`src/design/core_pkg.sv`:
```
`default_nettype none

package core_pkg;

  typedef enum logic [3:0] {
    ALU_ADD,
    ALU_SUB,
    ALU_SLL,
    ALU_SRL,
    ALU_SRA,
    ALU_AND,
    ALU_OR,
    ALU_XOR
  } alu_op_t;

  typedef enum logic [2:0] {
    BR_NONE,
    BR_EQ,
    BR_NE,
    BR_LT,
    BR_GE,
    BR_LTU,
    BR_GEU,
    BR_JUMP // jal, always taken
  } branch_t;

  // writeback source
  typedef enum logic [1:0] {WB_ALU, WB_LESS, WB_MEM, WB_LINK} wb_sel_t;

endpackage

`default_nettype wire

```
`src/design/isa_pkg.sv`:
```
`default_nettype none

package isa_pkg;

  localparam int XLEN       = 32;
  localparam int REG_ADDR_W = 5;

  typedef logic [XLEN-1:0]       word_t;
  typedef logic [REG_ADDR_W-1:0] reg_addr_t;

  // major opcodes the core executes
  typedef enum logic [6:0] {
    OP     = 7'b0110011,
    OP_IMM = 7'b0010011,
    LOAD   = 7'b0000011,
    STORE  = 7'b0100011,
    BRANCH = 7'b1100011,
    JAL    = 7'b1101111
  } opcode_t;

  // alu funct3
  localparam logic [2:0] F3_ADD_SUB = 3'b000;
  localparam logic [2:0] F3_SLL     = 3'b001;
  localparam logic [2:0] F3_SLT     = 3'b010;
  localparam logic [2:0] F3_SLTU    = 3'b011;
  localparam logic [2:0] F3_XOR     = 3'b100;
  localparam logic [2:0] F3_SRL_SRA = 3'b101;
  localparam logic [2:0] F3_OR      = 3'b110;
  localparam logic [2:0] F3_AND     = 3'b111;

  // branch funct3
  localparam logic [2:0] F3_BEQ  = 3'b000;
  localparam logic [2:0] F3_BNE  = 3'b001;
  localparam logic [2:0] F3_BLT  = 3'b100;
  localparam logic [2:0] F3_BGE  = 3'b101;
  localparam logic [2:0] F3_BLTU = 3'b110;
  localparam logic [2:0] F3_BGEU = 3'b111;

  localparam logic [2:0] F3_WORD = 3'b010; // lw / sw width

  localparam int FUNCT7_ALT = 30; // instr bit picking sub / sra

  typedef enum logic [1:0] {IMM_I, IMM_S, IMM_B, IMM_J} imm_fmt_t;

endpackage

`default_nettype wire

```
`src/design/ctrl_if.sv`:
```
`timescale 1ns/10ps
`default_nettype none

interface ctrl_if;
  core_pkg::alu_op_t  alu_op;
  logic               src_imm;     // operand b from immediate
  logic               is_unsigned; // sltu / sltiu
  core_pkg::branch_t  branch;
  core_pkg::wb_sel_t  wb_sel;
  isa_pkg::imm_fmt_t  imm_fmt;
  logic               reg_we;
  logic               pc_en;

  modport ctrl (output alu_op, src_imm, is_unsigned, branch, wb_sel, imm_fmt, reg_we, pc_en);
  modport exec (input alu_op, src_imm, is_unsigned, branch, wb_sel);
  modport regs (input reg_we);
  modport imm  (input imm_fmt);
  modport pc   (input pc_en);
endinterface

`default_nettype wire

```
`src/design/control_unit.sv`:
```
`timescale 1ns/10ps
`default_nettype none

module control_unit (
  input  wire logic          clk,
  input  wire logic          rst,
  input  isa_pkg::word_t     instr,
  output logic               dmem_we,
  output logic               dmem_re,
  ctrl_if.ctrl               ctl
);

  typedef enum logic {IDLE, WAIT} state_t;

  state_t     state, next_state;
  logic [6:0] opcode;
  logic [2:0] funct3;
  logic       alt;
  logic       wr;       // instruction writes rd
  logic       is_load;
  logic       is_store;

  assign opcode = instr[6:0];
  assign funct3 = instr[14:12];
  assign alt    = instr[isa_pkg::FUNCT7_ALT];

  always_comb begin
    ctl.alu_op      = core_pkg::ALU_ADD;
    ctl.src_imm     = 1'b0;
    ctl.is_unsigned = 1'b0;
    ctl.branch      = core_pkg::BR_NONE;
    ctl.wb_sel      = core_pkg::WB_ALU;
    ctl.imm_fmt     = isa_pkg::IMM_I;
    wr              = 1'b0;
    is_load         = 1'b0;
    is_store        = 1'b0;
    case (opcode)
      isa_pkg::OP, isa_pkg::OP_IMM: begin
        wr          = 1'b1;
        ctl.src_imm = (opcode == isa_pkg::OP_IMM);
        case (funct3)
          isa_pkg::F3_ADD_SUB: begin
            if (alt && opcode == isa_pkg::OP) ctl.alu_op = core_pkg::ALU_SUB; // no subi
          end
          isa_pkg::F3_SLL:  ctl.alu_op = core_pkg::ALU_SLL;
          isa_pkg::F3_SLT:  ctl.wb_sel = core_pkg::WB_LESS;
          isa_pkg::F3_SLTU: begin
            ctl.wb_sel      = core_pkg::WB_LESS;
            ctl.is_unsigned = 1'b1;
          end
          isa_pkg::F3_XOR:     ctl.alu_op = core_pkg::ALU_XOR;
          isa_pkg::F3_SRL_SRA: ctl.alu_op = alt ? core_pkg::ALU_SRA : core_pkg::ALU_SRL;
          isa_pkg::F3_OR:      ctl.alu_op = core_pkg::ALU_OR;
          default:             ctl.alu_op = core_pkg::ALU_AND;
        endcase
      end
      isa_pkg::LOAD: begin
        if (funct3 == isa_pkg::F3_WORD) begin // lw only
          is_load     = 1'b1;
          ctl.src_imm = 1'b1;
          ctl.wb_sel  = core_pkg::WB_MEM;
        end
      end
      isa_pkg::STORE: begin
        if (funct3 == isa_pkg::F3_WORD) begin
          is_store    = 1'b1;
          ctl.src_imm = 1'b1;
          ctl.imm_fmt = isa_pkg::IMM_S;
        end
      end
      isa_pkg::BRANCH: begin
        ctl.imm_fmt = isa_pkg::IMM_B;
        case (funct3)
          isa_pkg::F3_BEQ:  ctl.branch = core_pkg::BR_EQ;
          isa_pkg::F3_BNE:  ctl.branch = core_pkg::BR_NE;
          isa_pkg::F3_BLT:  ctl.branch = core_pkg::BR_LT;
          isa_pkg::F3_BGE:  ctl.branch = core_pkg::BR_GE;
          isa_pkg::F3_BLTU: ctl.branch = core_pkg::BR_LTU;
          isa_pkg::F3_BGEU: ctl.branch = core_pkg::BR_GEU;
          default:          ctl.branch = core_pkg::BR_NONE;
        endcase
      end
      isa_pkg::JAL: begin
        wr          = 1'b1;
        ctl.branch  = core_pkg::BR_JUMP;
        ctl.wb_sel  = core_pkg::WB_LINK;
        ctl.imm_fmt = isa_pkg::IMM_J;
      end
      default: ; // retires as a no-op
    endcase
  end

  // memory ops stall the pc for one wait cycle
  always_comb begin
    next_state  = state;
    dmem_we     = 1'b0;
    dmem_re     = 1'b0;
    ctl.pc_en   = 1'b1;
    ctl.reg_we  = 1'b0;
    case (state)
      IDLE: begin
        if (is_load || is_store) begin
          dmem_re    = is_load;
          dmem_we    = is_store;
          ctl.pc_en  = 1'b0;
          next_state = WAIT;
        end else begin
          ctl.reg_we = wr;
        end
      end
      default: begin
        ctl.reg_we = is_load; // read data valid now
        next_state = IDLE;
      end
    endcase
  end

  always_ff @(posedge clk or posedge rst) begin
    if (rst) begin
      state <= IDLE;
    end else begin
      state <= next_state;
    end
  end

endmodule

`default_nettype wire

```
`src/design/execute_unit.sv`:
```
`timescale 1ns/10ps
`default_nettype none

module execute_unit (
  input  isa_pkg::word_t rs1_data,
  input  isa_pkg::word_t rs2_data,
  input  isa_pkg::word_t imm,
  input  isa_pkg::word_t pc_plus4,
  input  isa_pkg::word_t mem_data,
  ctrl_if.exec           ctl,
  output isa_pkg::word_t alu_sum,
  output isa_pkg::word_t wb_data,
  output logic           take_branch
);

  isa_pkg::word_t op_b;
  isa_pkg::word_t alu_res;
  logic           eq, lt_s, lt_u, less;

  assign op_b    = ctl.src_imm ? imm : rs2_data;
  assign alu_sum = rs1_data + op_b; // also the load/store address

  always_comb begin
    case (ctl.alu_op)
      core_pkg::ALU_SUB: alu_res = rs1_data - op_b;
      core_pkg::ALU_SLL: alu_res = rs1_data << op_b[4:0];
      core_pkg::ALU_SRL: alu_res = rs1_data >> op_b[4:0];
      core_pkg::ALU_SRA: alu_res = $signed(rs1_data) >>> op_b[4:0];
      core_pkg::ALU_AND: alu_res = rs1_data & op_b;
      core_pkg::ALU_OR:  alu_res = rs1_data | op_b;
      core_pkg::ALU_XOR: alu_res = rs1_data ^ op_b;
      default:           alu_res = alu_sum;
    endcase
  end

  // compares straight from the operands, no flags
  assign eq   = (rs1_data == op_b);
  assign lt_s = ($signed(rs1_data) < $signed(op_b));
  assign lt_u = (rs1_data < op_b);
  assign less = ctl.is_unsigned ? lt_u : lt_s;

  always_comb begin
    case (ctl.branch)
      core_pkg::BR_EQ:   take_branch = eq;
      core_pkg::BR_NE:   take_branch = !eq;
      core_pkg::BR_LT:   take_branch = lt_s;
      core_pkg::BR_GE:   take_branch = !lt_s;
      core_pkg::BR_LTU:  take_branch = lt_u;
      core_pkg::BR_GEU:  take_branch = !lt_u;
      core_pkg::BR_JUMP: take_branch = 1'b1;
      default:           take_branch = 1'b0;
    endcase
  end

  always_comb begin
    case (ctl.wb_sel)
      core_pkg::WB_LESS: wb_data = isa_pkg::word_t'(less);
      core_pkg::WB_MEM:  wb_data = mem_data;
      core_pkg::WB_LINK: wb_data = pc_plus4;
      default:           wb_data = alu_res;
    endcase
  end

endmodule

`default_nettype wire

```
`src/design/imm_gen.sv`:
```
`timescale 1ns/10ps
`default_nettype none

module imm_gen (
  input  isa_pkg::word_t instr,
  ctrl_if.imm            ctl,
  output isa_pkg::word_t imm
);

  always_comb begin
    case (ctl.imm_fmt)
      isa_pkg::IMM_S: imm = {{20{instr[31]}}, instr[31:25], instr[11:7]};
      isa_pkg::IMM_B: imm = {{20{instr[31]}}, instr[7], instr[30:25], instr[11:8], 1'b0};
      isa_pkg::IMM_J: imm = {{12{instr[31]}}, instr[19:12], instr[20], instr[30:21], 1'b0};
      default:        imm = {{20{instr[31]}}, instr[31:20]}; // i-type
    endcase
  end

endmodule

`default_nettype wire

```
`src/design/pc_unit.sv`:
```
`timescale 1ns/10ps
`default_nettype none

module pc_unit #(
  parameter isa_pkg::word_t RESET_PC = '0
) (
  input  wire logic      clk,
  input  wire logic      rst,
  input  isa_pkg::word_t imm,
  input  wire logic      take_branch,
  ctrl_if.pc             ctl,
  output isa_pkg::word_t pc,
  output isa_pkg::word_t pc_plus4
);

  isa_pkg::word_t target;

  assign pc_plus4 = pc + 32'd4;
  assign target   = pc + imm; // branch / jal target

  always_ff @(posedge clk or posedge rst) begin
    if (rst) begin
      pc <= RESET_PC;
    end else if (ctl.pc_en) begin // held during memory issue
      pc <= take_branch ? target : pc_plus4;
    end
  end

endmodule

`default_nettype wire

```
`src/design/reg_file.sv`:
```
`timescale 1ns/10ps
`default_nettype none

module reg_file (
  input  wire logic         clk,
  input  wire logic         rst,
  input  isa_pkg::reg_addr_t rs1,
  input  isa_pkg::reg_addr_t rs2,
  input  isa_pkg::reg_addr_t rd,
  input  isa_pkg::word_t    wdata,
  ctrl_if.regs              ctl,
  output isa_pkg::word_t    rs1_data,
  output isa_pkg::word_t    rs2_data,
  output isa_pkg::word_t    x8
);

  localparam int NREGS = 1 << isa_pkg::REG_ADDR_W;

  isa_pkg::word_t regs [NREGS];

  assign rs1_data = regs[rs1];
  assign rs2_data = regs[rs2];
  assign x8       = regs[8]; // display register

  always_ff @(posedge clk or posedge rst) begin
    if (rst) begin
      for (int i = 0; i < NREGS; i++) begin
        regs[i] <= '0;
      end
    end else if (ctl.reg_we && rd != '0) begin // x0 stays zero
      regs[rd] <= wdata;
    end
  end

endmodule

`default_nettype wire

```
`src/design/rv_core.sv`:
```
`timescale 1ns/10ps
`default_nettype none

module rv_core #(
  parameter isa_pkg::word_t RESET_PC = '0
) (
  input  wire logic      clk,
  input  wire logic      rst,
  output isa_pkg::word_t imem_addr,
  input  isa_pkg::word_t imem_data,
  output isa_pkg::word_t dmem_addr,
  output isa_pkg::word_t dmem_wdata,
  output logic           dmem_we,
  output logic           dmem_re,
  input  isa_pkg::word_t dmem_rdata,
  output isa_pkg::word_t display_reg
);

  isa_pkg::word_t pc, pc_plus4;
  isa_pkg::word_t imm;
  isa_pkg::word_t rs1_data, rs2_data;
  isa_pkg::word_t wb_data;
  isa_pkg::word_t alu_sum;
  logic           take_branch;

  ctrl_if ctl ();

  assign imem_addr  = pc;
  assign dmem_addr  = alu_sum;
  assign dmem_wdata = rs2_data;

  control_unit i_control_unit (
    .clk     (clk),
    .rst     (rst),
    .instr   (imem_data),
    .dmem_we (dmem_we),
    .dmem_re (dmem_re),
    .ctl     (ctl)
  );

  reg_file i_reg_file (
    .clk      (clk),
    .rst      (rst),
    .rs1      (imem_data[19:15]),
    .rs2      (imem_data[24:20]),
    .rd       (imem_data[11:7]),
    .wdata    (wb_data),
    .ctl      (ctl),
    .rs1_data (rs1_data),
    .rs2_data (rs2_data),
    .x8       (display_reg)
  );

  imm_gen i_imm_gen (
    .instr (imem_data),
    .ctl   (ctl),
    .imm   (imm)
  );

  execute_unit i_execute_unit (
    .rs1_data    (rs1_data),
    .rs2_data    (rs2_data),
    .imm         (imm),
    .pc_plus4    (pc_plus4),
    .mem_data    (dmem_rdata),
    .ctl         (ctl),
    .alu_sum     (alu_sum),
    .wb_data     (wb_data),
    .take_branch (take_branch)
  );

  pc_unit #(.RESET_PC(RESET_PC)) i_pc_unit (
    .clk         (clk),
    .rst         (rst),
    .imm         (imm),
    .take_branch (take_branch),
    .ctl         (ctl),
    .pc          (pc),
    .pc_plus4    (pc_plus4)
  );

endmodule

`default_nettype wire

```
`config.mk`:
```
export PLATFORM = sky130hd
export DESIGN_NAME = rv_core
export DESIGN_NICKNAME = d
export VERILOG_FILES = /design/src/design/core_pkg.sv /design/src/design/isa_pkg.sv /design/src/design/ctrl_if.sv /design/src/design/control_unit.sv /design/src/design/execute_unit.sv /design/src/design/imm_gen.sv /design/src/design/pc_unit.sv /design/src/design/reg_file.sv /design/src/design/rv_core.sv
export SDC_FILE = /design/constraint.sdc
export NUM_CORES = 2
export LEC_CHECK = 0
export BUFFER_PORTS_ARGS = -buffer_cell sky130_fd_sc_hd__buf_2
export CAP_MARGIN = 10
export CORE_MARGIN = 2
export CORE_UTILIZATION = 45
export DETAILED_ROUTE_END_ITERATION = 10
export GPL_TIMING_DRIVEN = 0
export SYNTH_ARGS = -nofsm -noshare
export SYNTH_HDL_FRONTEND = slang
export SYNTH_SLANG_ARGS = --single-unit
```
`constraint.sdc`:
```
create_clock -name clk -period 30 [get_ports clk]
set_clock_uncertainty 0.15 [all_clocks]
set_input_delay 1.5 -clock clk [delete_from_list [all_inputs] [get_ports clk]]
set_output_delay 1.5 -clock clk [all_outputs]
set_load 0.01 [all_outputs]
```
==> run_summary.xml <==
<?xml version="1.0" encoding="UTF-8"?>
<metrics>
  <group name="worst_setup_path">
    <metric name="timing.rr.end" unit="">i_reg_file.regs[894]</metric>
    <metric name="reg2reg_setup_slack" unit="ns">20.19</metric>
    <metric name="kind_of_launch_point_of_the_worst_setup_path" unit="">input port</metric>
    <metric name="r2r_start" unit="">i_reg_file.regs[1]</metric>
    <metric name="worst-r2r-cell-count" unit="">24</metric>
    <metric name="critical_path_required" unit="ns">28.35</metric>
    <metric name="worst_ep_arrival_time" unit="ns">10.76</metric>
    <metric name="worstPathMaxFanout" unit="">10</metric>
    <metric name="endpoint_kind" unit="">output port</metric>
    <metric name="critical_setup_path_kind" unit="">input port to output port</metric>
  </group>
  <group name="min_path">
    <metric name="worstHoldPathType" unit="">register to register</metric>
    <metric name="min_delay_path_depth" unit="">1</metric>
    <metric name="endpoint_of_the_worst_hold_path" unit="">i_reg_file.regs[996]</metric>
    <metric name="hold_path_origin" unit="">i_reg_file.regs[996]</metric>
  </group>
  <group name="sta">
    <metric name="finalMaxSlewViolations" unit="">31</metric>
    <metric name="grt_setup_unrepaired" unit="">no</metric>
    <metric name="slew_headroom" unit="">-0.02396</metric>
    <metric name="worst_pin_slew" unit="ns">1.536</metric>
    <metric name="final_cycle_share" unit="">0.4135</metric>
    <metric name="min_tclk_post_route" unit="ns">12.41</metric>
    <metric name="hold-worst-slack" unit="ns">0.3371</metric>
    <metric name="setup-tns-final" unit="ns">0</metric>
    <metric name="timing.fmax" unit="MHz">80.60</metric>
    <metric name="finalHoldViolCount" unit="">0</metric>
    <metric name="number_of_endpoints_failing_setup_at_the_final_stage" unit="">0</metric>
  </group>
  <group name="place">
    <metric name="gpl.final_weighted_congestion" unit="">1.066</metric>
    <metric name="io_buffers" unit="">189</metric>
    <metric name="detailedPlacementHpwl" unit="mm">303.9</metric>
    <metric name="post_dp_cell_area" unit="sq um">71580</metric>
  </group>
  <group name="final_layout">
    <metric name="final_nets" unit="">7294</metric>
    <metric name="synthToLayoutAreaGrowth" unit="%">13.61</metric>
    <metric name="layout_commonest_cell" unit="">sky130_fd_sc_hd__dfrtp_1</metric>
    <metric name="final_layout_size_suffix_gt1_frac" unit="">0.1987</metric>
    <metric name="layout_common_cells" unit="">sky130_fd_sc_hd__dfrtp_1, sky130_fd_sc_hd__nand2_1, sky130_fd_sc_hd__o21ai_0</metric>
    <metric name="stdcell_area" unit="sq um">75850</metric>
  </group>
  <group name="cts">
    <metric name="clock_tree_from_tritoncts" unit="">built</metric>
    <metric name="number_of_hold_buffers_added_after_cts" unit="">0</metric>
    <metric name="clock_insertion_delay_at_the_later_pin_of_the_skew_report" unit="ns">0.81</metric>
    <metric name="cts_made_buffers" unit="">117</metric>
    <metric name="postCtsSetupRepairBufs" unit="">0</metric>
    <metric name="clock_tree.htree_level_count" unit="">3</metric>
    <metric name="clockRootBuffer" unit="">sky130_fd_sc_hd__clkbuf_16</metric>
    <metric name="clock_sink_count" unit="">1057</metric>
    <metric name="cts_resized" unit="">0</metric>
    <metric name="cts_buffer_depth" unit="">3</metric>
    <metric name="clk_transition_reported_paths" unit="ns">0.06</metric>
  </group>
  <group name="grt">
    <metric name="gr-usage-met1" unit="">0.6002</metric>
    <metric name="grt_max_degree" unit="">44</metric>
    <metric name="grt_pass1_vias" unit="">62701</metric>
    <metric name="grt_util_met2" unit="">0.7443</metric>
    <metric name="global_route.usage.total" unit="">0.5248</metric>
    <metric name="grt.overflow.total" unit="">0</metric>
    <metric name="top_usage_layer" unit="">met2</metric>
    <metric name="grt_pass1_wl" unit="mm">539.6</metric>
    <metric name="grtUsageMet3" unit="">0.2354</metric>
    <metric name="initial_antenna_violation_count" unit="">34</metric>
  </group>
  <group name="synthesis">
    <metric name="area_fraction_of_the_dominant_cell_type_after_synthesis" unit="">0.3962</metric>
    <metric name="ys_async_sr_fraction" unit="">1.000</metric>
    <metric name="ys.flop_type" unit="">sky130_fd_sc_hd__dfrtp_1</metric>
    <metric name="number_of_enable_flip_flop_cells_after_synthesis" unit="">0</metric>
    <metric name="synthDominantAreaCellType" unit="">sky130_fd_sc_hd__dfrtp_1</metric>
    <metric name="synth_nets" unit="">6887</metric>
    <metric name="synth_cells" unit="">6689</metric>
    <metric name="syn-mean-instance-area" unit="sq um">9.981</metric>
    <metric name="ys.warnings.count" unit="">0</metric>
    <metric name="netlist_cell_types" unit="">93</metric>
    <metric name="synthTopCellsByArea" unit="">sky130_fd_sc_hd__dfrtp_1, sky130_fd_sc_hd__mux4_2, sky130_fd_sc_hd__o21ai_0</metric>
    <metric name="synth_seq_area_share" unit="">0.3962</metric>
    <metric name="synthesis.area" unit="sq um">66760</metric>
    <metric name="ys_seq_elements" unit="">1057</metric>
  </group>
  <group name="routing">
    <metric name="detail_route.vias_per_cell" unit="">7.268</metric>
    <metric name="detail-route-antenna-nets" unit="">0</metric>
    <metric name="initialDrtViolationCount" unit="">9963</metric>
    <metric name="num_vias" unit="">66483</metric>
    <metric name="drt_drc_violations_left" unit="">10</metric>
    <metric name="drt_pre_antenna_iters" unit="">11</metric>
    <metric name="total_wirelength_of_the_detailed_routed_design" unit="mm">404.1</metric>
    <metric name="detail_route.wl_per_cell" unit="um">44.18</metric>
  </group>
  <group name="floorplan">
    <metric name="core_area" unit="sq um">147500</metric>
    <metric name="fp.dieArea" unit="sq um">151500</metric>
    <metric name="rows" unit="">141</metric>
    <metric name="die-width" unit="um">389.2</metric>
    <metric name="floorplan.io_pins" unit="">196</metric>
    <metric name="die_h" unit="um">389.2</metric>
    <metric name="initial_utilization" unit="">0.4527</metric>
  </group>
  <group name="pwr">
    <metric name="worst_ir_drop_vdd" unit="uV">54.90</metric>
    <metric name="power-per-cell-area" unit="nW/um^2">52.45</metric>
    <metric name="leakage_component_of_the_power" unit="nW">33.13</metric>
  </group>
  <group name="flow_run">
    <metric name="cap_violations" unit="">5</metric>
  </group>
  <group name="run_status">
    <metric name="violations" unit="">DRC, capacitance limit, slew limit</metric>
    <metric name="outcome" unit="">complete, but fails checks</metric>
  </group>
</metrics>
==> where the power goes <==
group	leakage (nW)	switching [W]	internal [W]	total [W]
registers	14.7	0.0000565	0.00146	0.00152
clock network	1.92	0.000666	0.000861	0.00153
logic	16.5	0.000655	0.000278	0.000933
total	33.1	0.00138	0.00260	0.00398
==> worst max-delay path: stages <==
cell,delay [ns]
sky130_fd_sc_hd__buf_6,0.17
sky130_fd_sc_hd__buf_4,0.33
sky130_fd_sc_hd__buf_4,0.42
sky130_fd_sc_hd__buf_4,0.31
sky130_fd_sc_hd__clkbuf_1,0.37
sky130_fd_sc_hd__clkbuf_1,0.64
sky130_fd_sc_hd__buf_2,0.81
sky130_fd_sc_hd__mux4_2,0.60
sky130_fd_sc_hd__mux4_2,0.49
sky130_fd_sc_hd__mux2_2,0.38
sky130_fd_sc_hd__mux2i_1,0.69
sky130_fd_sc_hd__ha_1,0.41
sky130_fd_sc_hd__inv_1,0.14
sky130_fd_sc_hd__a21oi_1,0.17
sky130_fd_sc_hd__nor2_1,0.07
sky130_fd_sc_hd__or4_1,0.43
sky130_fd_sc_hd__o21ai_0,0.81
sky130_fd_sc_hd__o21ai_0,0.48
sky130_fd_sc_hd__o41ai_1,0.69
sky130_fd_sc_hd__o21ai_0,0.27
sky130_fd_sc_hd__xnor2_1,0.31
sky130_fd_sc_hd__buf_2,0.19
==> through the flow <==
step | power, W | setup WS, ns | instances | utilization
finish | 0.003978 | 17.59 | 9147 | 0.5143
global route | 0.004045 | 17.42 | 9128 | 0.5139
CTS | 0.003906 | 17.81 | 9108 | 0.5123
detailed placement | 0.002420 | 17.83 | 8890 | 0.4853
global placement | 0.002406 | 7.034 | 8808 | 0.4755
floorplan | 0.002024 | 13.77 | 6689 | -
==> per-layer routing <==
| metal | vias to the layer above | part of all wire |
|---|---|---|
| met4 | 23 | 0.11 |
| li1 | 25386 | - |
| met1 | 33294 | 0.33 |
| met3 | 1776 | 0.15 |
| met2 | 6004 | 0.41 |
| met5 | - | 0.0013 |
==> logic make-up after synthesis <==
kind of cell               count (synthesis)  share of synthesized area
DFF                                     1057                     0.3962
adders and majority gates                132                    0.02508
xor gates and xnor gates                  92                    0.01207
muxes                                   1003                     0.2318
and+or+nand+nor                         1733                     0.1127
buffers and inverters                    797                    0.05058
AOI/OAI and AO/OA                       1875                     0.1717
==> final cells by class <==
cell class | count | area (sq um)
fill | 13778 | 71640
buffer | 685 | 3012
tap | 1930 | 2415
inverter | 112 | 424.2
sequential | 1057 | 26450
antenna | 22 | 55.05
clock inverter | 33 | 466.7
timing repair buffer | 288 | 2537
multi-input combinational | 4835 | 36980
clock buffer | 185 | 3505
==> state kept, by name, indices dropped and copies added, names as in the netlist <==
register	flops
i_reg_file.regs	992
i_pc_unit.pc	32
i_control_unit.state	1
i_reg_file.x8	32
==> cell usage after synthesis, types with 33 or more instances <==
library cell / number
sky130_fd_sc_hd__and3_1: 38
sky130_fd_sc_hd__nand2_1: 985
sky130_fd_sc_hd__clkbuf_1: 453
sky130_fd_sc_hd__buf_2: 104
sky130_fd_sc_hd__o21ai_1: 45
sky130_fd_sc_hd__mux2_2: 232
sky130_fd_sc_hd__mux4_2: 411
sky130_fd_sc_hd__inv_1: 104
sky130_fd_sc_hd__a21o_1: 54
sky130_fd_sc_hd__o21bai_1: 34
sky130_fd_sc_hd__dfrtp_1: 1057
sky130_fd_sc_hd__a22oi_1: 204
sky130_fd_sc_hd__ha_1: 129
sky130_fd_sc_hd__o31ai_1: 41
sky130_fd_sc_hd__o211ai_1: 33
sky130_fd_sc_hd__a21oi_1: 241
sky130_fd_sc_hd__a221oi_1: 34
sky130_fd_sc_hd__o21ai_0: 890
sky130_fd_sc_hd__buf_1: 60
sky130_fd_sc_hd__xnor2_1: 66
sky130_fd_sc_hd__a211oi_1: 49
sky130_fd_sc_hd__nand3_1: 148
sky130_fd_sc_hd__nor3_1: 110
sky130_fd_sc_hd__buf_4: 48
sky130_fd_sc_hd__mux2i_1: 360
sky130_fd_sc_hd__nor2_1: 256
==> worst max-delay path by stage <==
stage / start / endpoint / slack [ns] / cells past startpoint
6_report: imem_data[20] / dmem_addr[30] / 17.59 / 22
5_1_grt: imem_data[20] / dmem_addr[31] / 17.42 / 23
4_1_cts: imem_data[20] / dmem_addr[30] / 17.81 / 22
3_5_place_dp: imem_data[20] / dmem_addr[30] / 17.83 / 22
3_3_place_gp: rst / i_reg_file.regs[6] / 7.03 / 2
2_1_floorplan: rst / i_control_unit.state / 13.77 / 1
Power figures use the tool's default switching activity.
